--- config.mk ---
export PLATFORM = sky130hd
export DESIGN_NAME = uart_fifo
export DESIGN_NICKNAME = d
export VERILOG_FILES = /design/src/hw/uart_line_pkg.sv /design/src/hw/fifo_pkg.sv /design/src/hw/byte_fifo.sv /design/src/hw/uart_fifo.sv /design/src/hw/uart_rx.sv /design/src/hw/uart_tx.sv
export SDC_FILE = /design/constraint.sdc
export NUM_CORES = 1
export LEC_CHECK = 0
export BUFFER_PORTS_ARGS = -buffer_cell sky130_fd_sc_hd__buf_4
export CAP_MARGIN = 20
export CORE_ASPECT_RATIO = 1.2
export CORE_UTILIZATION = 40
export CTS_BUF_LIST = sky130_fd_sc_hd__clkbuf_4
export CTS_CLUSTER_SIZE = 12
export DETAILED_ROUTE_END_ITERATION = 10
export GPL_TIMING_DRIVEN = 0
export PLACE_DENSITY_LB_ADDON = 0.12
export SYNTH_ARGS = -nofsm -noshare
export SYNTH_HDL_FRONTEND = slang
export SYNTH_SLANG_ARGS = --single-unit
--- constraint.sdc ---
create_clock -name clk -period 3.7 [get_ports clk]
set_input_delay 0.185 -clock clk [delete_from_list [all_inputs] [get_ports clk]]
set_output_delay 0.185 -clock clk [all_outputs]
set_load 0.02 [all_outputs]
--- src/hw/uart_line_pkg.sv ---
// uart line format: character and divisor types, frame levels and engine states
`default_nettype none

package uart_line_pkg;

    localparam int DATA_BITS = 8;      // 8N1 frame

    // one character as it travels on the line
    typedef logic [DATA_BITS-1:0] data_t;

    // bit period minus one, in clock cycles
    typedef logic [15:0] baud_div_t;

    // which data bit is on the line right now
    typedef logic [$clog2(DATA_BITS)-1:0] bit_index_t;

    localparam logic LINE_IDLE   = 1'b1;  // idle line and stop bit
    localparam logic START_LEVEL = 1'b0;

    // shared by the transmitter and the receiver
    typedef enum logic [1:0] {
        IDLE,
        START_BIT,
        DATA_BIT,
        STOP_BIT
    } line_state_t;

endpackage

`default_nettype wire

--- src/hw/fifo_pkg.sv ---
// byte FIFO sizing, pointer type and the host-side request/status structs
`default_nettype none

package fifo_pkg;

    localparam int FIFO_DEPTH = 16;    // one slot stays free, so 15 usable

    typedef logic [$clog2(FIFO_DEPTH)-1:0] fifo_ptr_t;

    // host write into the tx queue
    typedef struct packed {
        logic                 start;   // store data this cycle unless full
        uart_line_pkg::data_t data;
    } tx_write_t;

    // head of the rx queue as the host sees it
    typedef struct packed {
        logic                 ready;   // data below is valid
        uart_line_pkg::data_t data;
    } rx_status_t;

endpackage

`default_nettype wire

--- src/hw/byte_fifo.sv ---
// first-word-fall-through byte FIFO, circular buffer with one slot kept free
`timescale 1ns/1ps
`default_nettype none

module byte_fifo (
    input  wire                        clk,
    input  wire                        rst,
    input  wire                        push,
    input  wire uart_line_pkg::data_t  push_data,
    input  wire                        pop,
    output uart_line_pkg::data_t       pop_data,
    output logic                       empty,
    output logic                       full
);
    import uart_line_pkg::*;
    import fifo_pkg::*;

    data_t     mem [FIFO_DEPTH];
    fifo_ptr_t wr_ptr;
    fifo_ptr_t rd_ptr;
    fifo_ptr_t wr_next;
    logic      do_push;
    logic      do_pop;

    assign wr_next = wr_ptr + 1'b1;              // wraps at FIFO_DEPTH

    assign empty = (wr_ptr == rd_ptr);
    assign full  = (wr_next == rd_ptr);          // the free slot keeps full and empty apart

    assign do_push = push && !full;              // a push into a full queue is lost
    assign do_pop  = pop && !empty;

    // head is read straight from the array
    assign pop_data = mem[rd_ptr];

    always_ff @(posedge clk) begin
        if (rst) begin
            wr_ptr <= '0;
            rd_ptr <= '0;
        end else begin
            if (do_push) wr_ptr <= wr_next;
            if (do_pop)  rd_ptr <= rd_ptr + 1'b1;
        end
    end

    // storage
    always_ff @(posedge clk) begin
        if (do_push) begin
            mem[wr_ptr] <= push_data;
        end
    end

endmodule

`default_nettype wire

--- src/hw/uart_fifo.sv ---
// FIFO-buffered UART top level with rx synchronizer and runtime baud divisor
`timescale 1ns/1ps
`default_nettype none

module uart_fifo (
    input  wire                           clk,
    input  wire                           rst,
    input  wire uart_line_pkg::baud_div_t baud_div,   // bit period is baud_div+1 cycles
    input  wire fifo_pkg::tx_write_t      tx_write,
    output logic                          tx_pin,
    output logic                          tx_full,
    input  wire                           rx_pin,
    input  wire                           rx_read,    // drop the head byte
    output fifo_pkg::rx_status_t          rx_status
);
    import uart_line_pkg::*;
    import fifo_pkg::*;

    logic [1:0] rx_sync;           // [1] feeds the receiver
    logic       rx_line;
    data_t      tx_head;
    logic       tx_empty;
    logic       tx_pop;
    logic       rx_done;
    data_t      rx_byte;
    data_t      rx_head;
    logic       rx_empty;

    always_ff @(posedge clk) begin
        if (rst) rx_sync <= {2{LINE_IDLE}};
        else     rx_sync <= {rx_sync[0], rx_pin};
    end
    assign rx_line = rx_sync[1];

    // transmit: host -> tx_fifo -> u_tx -> tx_pin
    byte_fifo tx_fifo (
        .clk       (clk),
        .rst       (rst),
        .push      (tx_write.start),
        .push_data (tx_write.data),
        .pop       (tx_pop),
        .pop_data  (tx_head),
        .empty     (tx_empty),
        .full      (tx_full)
    );

    uart_tx u_tx (
        .clk      (clk),
        .rst      (rst),
        .baud_div (baud_div),
        .pop_data (tx_head),
        .empty    (tx_empty),
        .pop      (tx_pop),
        .tx_pin   (tx_pin)
    );

    // receive: rx_line -> u_rx -> rx_fifo -> host, overflow bytes are dropped
    uart_rx u_rx (
        .clk      (clk),
        .rst      (rst),
        .baud_div (baud_div),
        .rx_line  (rx_line),
        .done     (rx_done),
        .data     (rx_byte)
    );

    byte_fifo rx_fifo (
        .clk       (clk),
        .rst       (rst),
        .push      (rx_done),
        .push_data (rx_byte),
        .pop       (rx_read),
        .pop_data  (rx_head),
        .empty     (rx_empty),
        .full      ()
    );

    assign rx_status.ready = !rx_empty;
    assign rx_status.data  = rx_head;

endmodule

`default_nettype wire

--- src/hw/uart_rx.sv ---
// 8N1 receiver, samples the synchronized line at bit centres and strobes each byte
`timescale 1ns/1ps
`default_nettype none

module uart_rx (
    input  wire                           clk,
    input  wire                           rst,
    input  wire uart_line_pkg::baud_div_t baud_div,
    input  wire                           rx_line,   // already synchronized
    output logic                          done,      // one cycle, data is valid
    output uart_line_pkg::data_t          data
);
    import uart_line_pkg::*;

    line_state_t state;
    baud_div_t   timer;
    bit_index_t  bit_idx;
    logic        timer_zero;
    logic        last_bit;

    assign timer_zero = (timer == '0);
    assign last_bit   = (bit_idx == bit_index_t'(DATA_BITS - 1));

    always_ff @(posedge clk) begin
        if (rst) begin
            state   <= IDLE;
            timer   <= '0;
            bit_idx <= '0;
            done    <= 1'b0;
        end else begin
            done <= 1'b0;
            case (state)
                IDLE: begin
                    if (rx_line == START_LEVEL) begin
                        state <= START_BIT;
                        timer <= baud_div >> 1;      // go to the middle of the start bit
                    end
                end

                START_BIT: begin
                    if (timer_zero) begin
                        // still low at mid-bit, otherwise it was a glitch
                        if (rx_line == START_LEVEL) begin
                            state   <= DATA_BIT;
                            timer   <= baud_div;
                            bit_idx <= '0;
                        end else begin
                            state <= IDLE;
                        end
                    end else begin
                        timer <= timer - 1'b1;
                    end
                end

                DATA_BIT: begin
                    if (timer_zero) begin
                        timer <= baud_div;
                        if (last_bit) state <= STOP_BIT;
                        else          bit_idx <= bit_idx + 1'b1;
                    end else begin
                        timer <= timer - 1'b1;
                    end
                end

                STOP_BIT: begin
                    // stop level is not checked
                    if (timer_zero) begin
                        done  <= 1'b1;
                        state <= IDLE;
                    end else begin
                        timer <= timer - 1'b1;
                    end
                end

                default: state <= IDLE;
            endcase
        end
    end

    // LSB arrives first, so shift in from the top
    always_ff @(posedge clk) begin
        if (state == DATA_BIT && timer_zero) begin
            data <= {rx_line, data[DATA_BITS-1:1]};
        end
    end

endmodule

`default_nettype wire

--- src/hw/uart_tx.sv ---
// 8N1 transmitter, pops the tx FIFO when idle and serializes the byte onto tx_pin
`timescale 1ns/1ps
`default_nettype none

module uart_tx (
    input  wire                           clk,
    input  wire                           rst,
    input  wire uart_line_pkg::baud_div_t baud_div,
    input  wire uart_line_pkg::data_t     pop_data,
    input  wire                           empty,
    output logic                          pop,
    output logic                          tx_pin
);
    import uart_line_pkg::*;

    line_state_t state;
    baud_div_t   timer;
    bit_index_t  bit_idx;
    data_t       tx_shift;         // bit 0 is the next data bit
    logic        timer_zero;
    logic        last_bit;
    logic        shift_out;

    assign timer_zero = (timer == '0);
    assign last_bit   = (bit_idx == bit_index_t'(DATA_BITS - 1));

    assign pop = (state == IDLE) && !empty;     // one cycle, state leaves IDLE on the same edge

    // a new data bit goes out at the end of the start bit and of every data bit but the last
    assign shift_out = timer_zero &&
                       ((state == START_BIT) || (state == DATA_BIT && !last_bit));

    always_ff @(posedge clk) begin
        if (rst) begin
            state   <= IDLE;
            timer   <= '0;
            bit_idx <= '0;
            tx_pin  <= LINE_IDLE;
        end else begin
            case (state)
                IDLE: begin
                    tx_pin <= LINE_IDLE;
                    if (pop) begin
                        tx_pin <= START_LEVEL;
                        timer  <= baud_div;
                        state  <= START_BIT;
                    end
                end

                START_BIT: begin
                    if (timer_zero) begin
                        tx_pin  <= tx_shift[0];
                        timer   <= baud_div;
                        bit_idx <= '0;
                        state   <= DATA_BIT;
                    end else begin
                        timer <= timer - 1'b1;
                    end
                end

                DATA_BIT: begin
                    if (timer_zero) begin
                        timer <= baud_div;
                        if (last_bit) begin
                            tx_pin <= LINE_IDLE;   // stop bit
                            state  <= STOP_BIT;
                        end else begin
                            tx_pin  <= tx_shift[0];
                            bit_idx <= bit_idx + 1'b1;
                        end
                    end else begin
                        timer <= timer - 1'b1;
                    end
                end

                STOP_BIT: begin
                    if (timer_zero) state <= IDLE;
                    else            timer <= timer - 1'b1;
                end

                default: state <= IDLE;
            endcase
        end
    end

    always_ff @(posedge clk) begin
        if (pop)            tx_shift <= pop_data;
        else if (shift_out) tx_shift <= tx_shift >> 1;
    end

endmodule

`default_nettype wire

==> implementation parameters <==
Parameter                              Value

Finish
  Most common library cell in the layout ignoring fill and taps    sky130_fd_sc_hd__edfxtp_1
  Footprint of the multi-input gates    5010 µm²
  Fill cell instance count of the final layout    3,288
  Utilization after layout    47.1%
  Sequential cell area    between 9000 and 10,000 µm²
  Synthesis-to-finish area growth    16.0%
  Fraction of final layout cells sized beyond drive strength 1    around 26%
  Commonest cells after routing, fill and taps aside    sky130_fd_sc_hd__edfxtp_1, sky130_fd_sc_hd__clkbuf_4, sky130_fd_sc_hd__mux4_2, sky130_fd_sc_hd__dfxtp_1, sky130_fd_sc_hd__nor2_1
  Number of nets in the finished design    between 1,000 and 1,500

Drt
  Count of nets left with antenna violations after detail routing    0
  Number of DRC markers after the initial detailed-route iteration    454
  Number of search-and-repair iterations in the first detailed-routing pass    4
  Via-to-Cell Ratio    ~5.4
  Routed vias    a little over 9,000
  Residual DRC    0
  Post-DR wirelength/cell    20.4 µm
  Final WL    about 34,000 µm

Setup path
  R2R Path Start    u_rx.timer[0]
  Maximum net fanout on the critical path    10
  Required time reported for the critical path endpoint    3510 ps
  Number of cells on the worst reg-to-reg path    10
  Setup CP Type    flop to primary output
  Arr. time, crit path    3200 ps
  Register-to-register setup slack    460 ps
  Startpoint type of the worst setup path    flop
  Setup crit end kind    primary output
  Critical register-to-register path endpoint    u_rx.timer[3]

STA
  Final Setup Violations    0
  Relative max-transition margin    26.7%
  Final Max Tran Viols    0
  Least-Margin Pin Slew    about 1100 ps
  Sum of negative setup slack    0 ps
  Fmax    0.295 GHz
  Clk_skew    78.4 ps
  Final critical-path required period    between 3000 and 4000 ps
  Hold WS    222 ps
  Period utilisation layout    91.6%
  Unrepaired setup endpoints after global routing    false
  Final number of hold-violating endpoints    0

Place
  Count of buffers from port buffering    38
  Detailed Place HPWL    about 23,000 µm
  GP Congestion    slightly above 0.8

Clock network
  Clock Sinks    between 300 and 400
  Root buffer selected by CTS    sky130_fd_sc_hd__clkbuf_4
  Clock tree from TritonCTS    done
  Insertion delay to the later sink of the worst-skew pair    820 ps
  # H-tree levels    3
  CTS clk-pin slew, worst paths    70 ps
  Number of buffers on the longest clock path    3
  CTS Buf Count    90
  Setup fix buffers added after clock tree synthesis    0

Synthesis
  Share of flip-flops with an asynchronous set or reset after synthesis    0%
  Number of synthesized flops with an enable pin    272
  Biggest area contributors in the synthesized netlist    sky130_fd_sc_hd__edfxtp_1, sky130_fd_sc_hd__mux4_2, sky130_fd_sc_hd__dfxtp_1
  Cell type with the highest aggregate area in the netlist    sky130_fd_sc_hd__edfxtp_1
  Share of the synthesized area in the top cell type    54.5%
  Count of synthesis-stage warnings from yosys    0
  Distinct cell type count of the synthesized netlist    75
  Register area share after synthesis    63.9%
  Mean area per synthesized cell    15.4 µm²
  Synthesized net count    just over 1,000
  Mapped Cells    973
  Synthesized cell area    ~15,000 µm²
  Flops & latches, synth    ~340
  Most frequently used flop master after synthesis    sky130_fd_sc_hd__edfxtp_1

Pwr
  Power density normalized to cell area    647 nW/µm²
  Fraction of power consumed by sequential logic    about two fifths
  Internal portion of total power    7.60 mW
  Worst ir drop on vdd    0.391 mV
  Switching fraction of total power    32.3%
  Part of the total power dissipated in combinational logic    29.1%
  Clock share of power    29.4%
  Net switching power    3.63 mW
  Leakage power    approximately 5.8 nW

Global routing
  Wire length of the first global-routing pass    53,300 µm
  Combined global-route utilization of all metal layers    18.5%
  Number of global-route vias before repair    about 9,500
  Leftover overflow at the end of global routing    0
  Initial antenna violation count    1
  Pin count of the biggest net entering global routing    18

Floorplan
  Std-Cell Rows    just under 80
  Die span in y    214 µm
  Initial standard-cell utilization of the core    40.6%
  Horizontal die dimension    179 µm
  Area inside the core boundary    36,900 µm²
  Number of top-level design ports    40
  Area enclosed by the die boundary    about 38,000 µm²

Run
  Reported max-cap violation count    0

Run status
  Status    finished, final reports clean

Hold path
  Min-delay src    tx_write[7]
  End point of the worst hold path    tx_fifo.mem[2][7]
  Min-Delay Path Depth    2
  Min-delay worst type    input pin to flop
layer usage:
| layer | global-route usage, % | up-vias | share of wire [%] |
|---|---|---|---|
| met1 | 23.2 | 4559 | 42 |
| li1 | - | 4248 | - |
| met3 | 4.71 | 60 | 5.7 |
| met5 | 0 | - | 0 |
| met2 | 30.2 | 257 | 50 |
| met4 | 7.97 | 0 | 2.3 |
critical path, stage by stage (launching register included):
cell	delay, ps
sky130_fd_sc_hd__dfxtp_1	310
sky130_fd_sc_hd__clkbuf_1	260
sky130_fd_sc_hd__clkdlybuf4s15_2	540
sky130_fd_sc_hd__mux4_2	610
sky130_fd_sc_hd__mux4_2	520
sky130_fd_sc_hd__buf_4	180
state kept, by name, summed over array words and instances, names as in the netlist, 3 cells and up, named ones only:
register	cells
rx_fifo.mem	128
u_rx.timer	16
u_rx.data	8
u_tx.timer	16
u_rx.bit_idx	3
rx_fifo.rd_ptr	4
tx_fifo.wr_ptr	4
tx_fifo.rd_ptr	4
u_tx.bit_idx	3
tx_fifo.mem	128
u_tx.tx_shift	8
rx_fifo.wr_ptr	4
power groups by stage:
stage / clock network (mW) / registers, mW / logic (mW)
finish: 3.30 / 4.66 / 3.27
global route: 3.61 / 4.70 / 3.59
CTS: 3.43 / 4.67 / 3.28
detailed placement: 0 / 4.75 / 3.22
global placement: 0 / 4.74 / 3.21
floorplan: 0 / 4.68 / 2.43
worst max path at each step:
stage / from / endpoint / slack, ps
finish: flop / rx_status[7] / 310
global route: flop / rx_status[7] / 110
CTS: flop / rx_status[6] / 5
detailed placement: u_tx.timer[0] / u_tx.tx_shift[4] / 360
global placement: rx_fifo.wr_ptr[0] / rx_fifo.mem[3][2] / 390
floorplan: u_tx.timer[0] / u_tx.tx_shift[0] / 800
cell type report:
class / instances / share of cell area, %
flip-flops and latches: 342 / 55.1
multi-input cells: 542 / 28.9
clock buffers: 131 / 5.66
repair buffers: 73 / 3.60
well taps: 474 / 3.41
plain buffers: 58 / 1.77
clock inverters: 24 / 0.901
inverters: 31 / 0.670
diodes: 1 / 0.0144
logic make-up (layout without fill, tap and decap cells):
group | after synthesis | after routing | synth area share (%)
flops | 342 | 342 | 63.9
mux | 98 | 98 | 13.3
other cells | 0 | 1 | 0
fa+ha+maj | 26 | 26 | 2.17
compound gates | 173 | 173 | 8.17
simple gates | 206 | 206 | 7.35
buf+inv | 89 | 317 | 2.72
xor+xnor | 39 | 39 | 2.37
through the flow:
stage	total power, mW	instances	instance area [µm²]	setup WS, ps
after CTS	11.4	1674	17400	5.17
final	11.2	1676	17400	312
after global routing	11.9	1676	17400	105
after detailed placement	7.97	1486	15900	357
after global placement	7.95	1485	15900	389
after floorplan	7.11	973	15000	799
synthesized netlist by cell type, types with 3 or more instances:
cell                       count
sky130_fd_sc_hd__a32o_1        3
sky130_fd_sc_hd__ha_1         26
sky130_fd_sc_hd__nand4b_1      3
sky130_fd_sc_hd__o211ai_1      9
sky130_fd_sc_hd__a221oi_1     12
sky130_fd_sc_hd__a41o_1        3
sky130_fd_sc_hd__mux2_2        9
sky130_fd_sc_hd__xor2_1       13
sky130_fd_sc_hd__or3_1         6
sky130_fd_sc_hd__o31ai_1       7
sky130_fd_sc_hd__nor3_1       16
sky130_fd_sc_hd__a21oi_1      37
sky130_fd_sc_hd__nand2b_1      9
sky130_fd_sc_hd__buf_2        13
sky130_fd_sc_hd__a22o_1        3
sky130_fd_sc_hd__a211oi_1      6
sky130_fd_sc_hd__buf_6         4
sky130_fd_sc_hd__nor2_1       53
sky130_fd_sc_hd__mux4_2       80
sky130_fd_sc_hd__nand3b_1      3
sky130_fd_sc_hd__nor2b_1       8
sky130_fd_sc_hd__nand3_1      14
sky130_fd_sc_hd__xnor2_1      25
sky130_fd_sc_hd__or4_1         7
sky130_fd_sc_hd__dfxtp_1      70
sky130_fd_sc_hd__mux2i_1       9
sky130_fd_sc_hd__edfxtp_1    272
sky130_fd_sc_hd__o41ai_1       5
sky130_fd_sc_hd__o21ai_0      33
sky130_fd_sc_hd__and3_1        3
sky130_fd_sc_hd__buf_1         8
sky130_fd_sc_hd__nor4_1        9
sky130_fd_sc_hd__clkbuf_1     29
sky130_fd_sc_hd__nand2_1      36
sky130_fd_sc_hd__a211o_1       9
sky130_fd_sc_hd__a32oi_1       3
sky130_fd_sc_hd__a22oi_1       8
sky130_fd_sc_hd__and2_1       20
sky130_fd_sc_hd__o21bai_1      4
sky130_fd_sc_hd__inv_1        31
sky130_fd_sc_hd__or2_2         4
sky130_fd_sc_hd__a221o_1       4
sky130_fd_sc_hd__a21o_1        4
timing repair:
item / 4_1_cts / 5_1_grt
endpoints found under the setup margin: 8 / 8
hold endpoints to repair: 181 / 0
resized for setup: 4 / 2
hold buffers: 33 / 0
(Power assumes the default switching activity.)
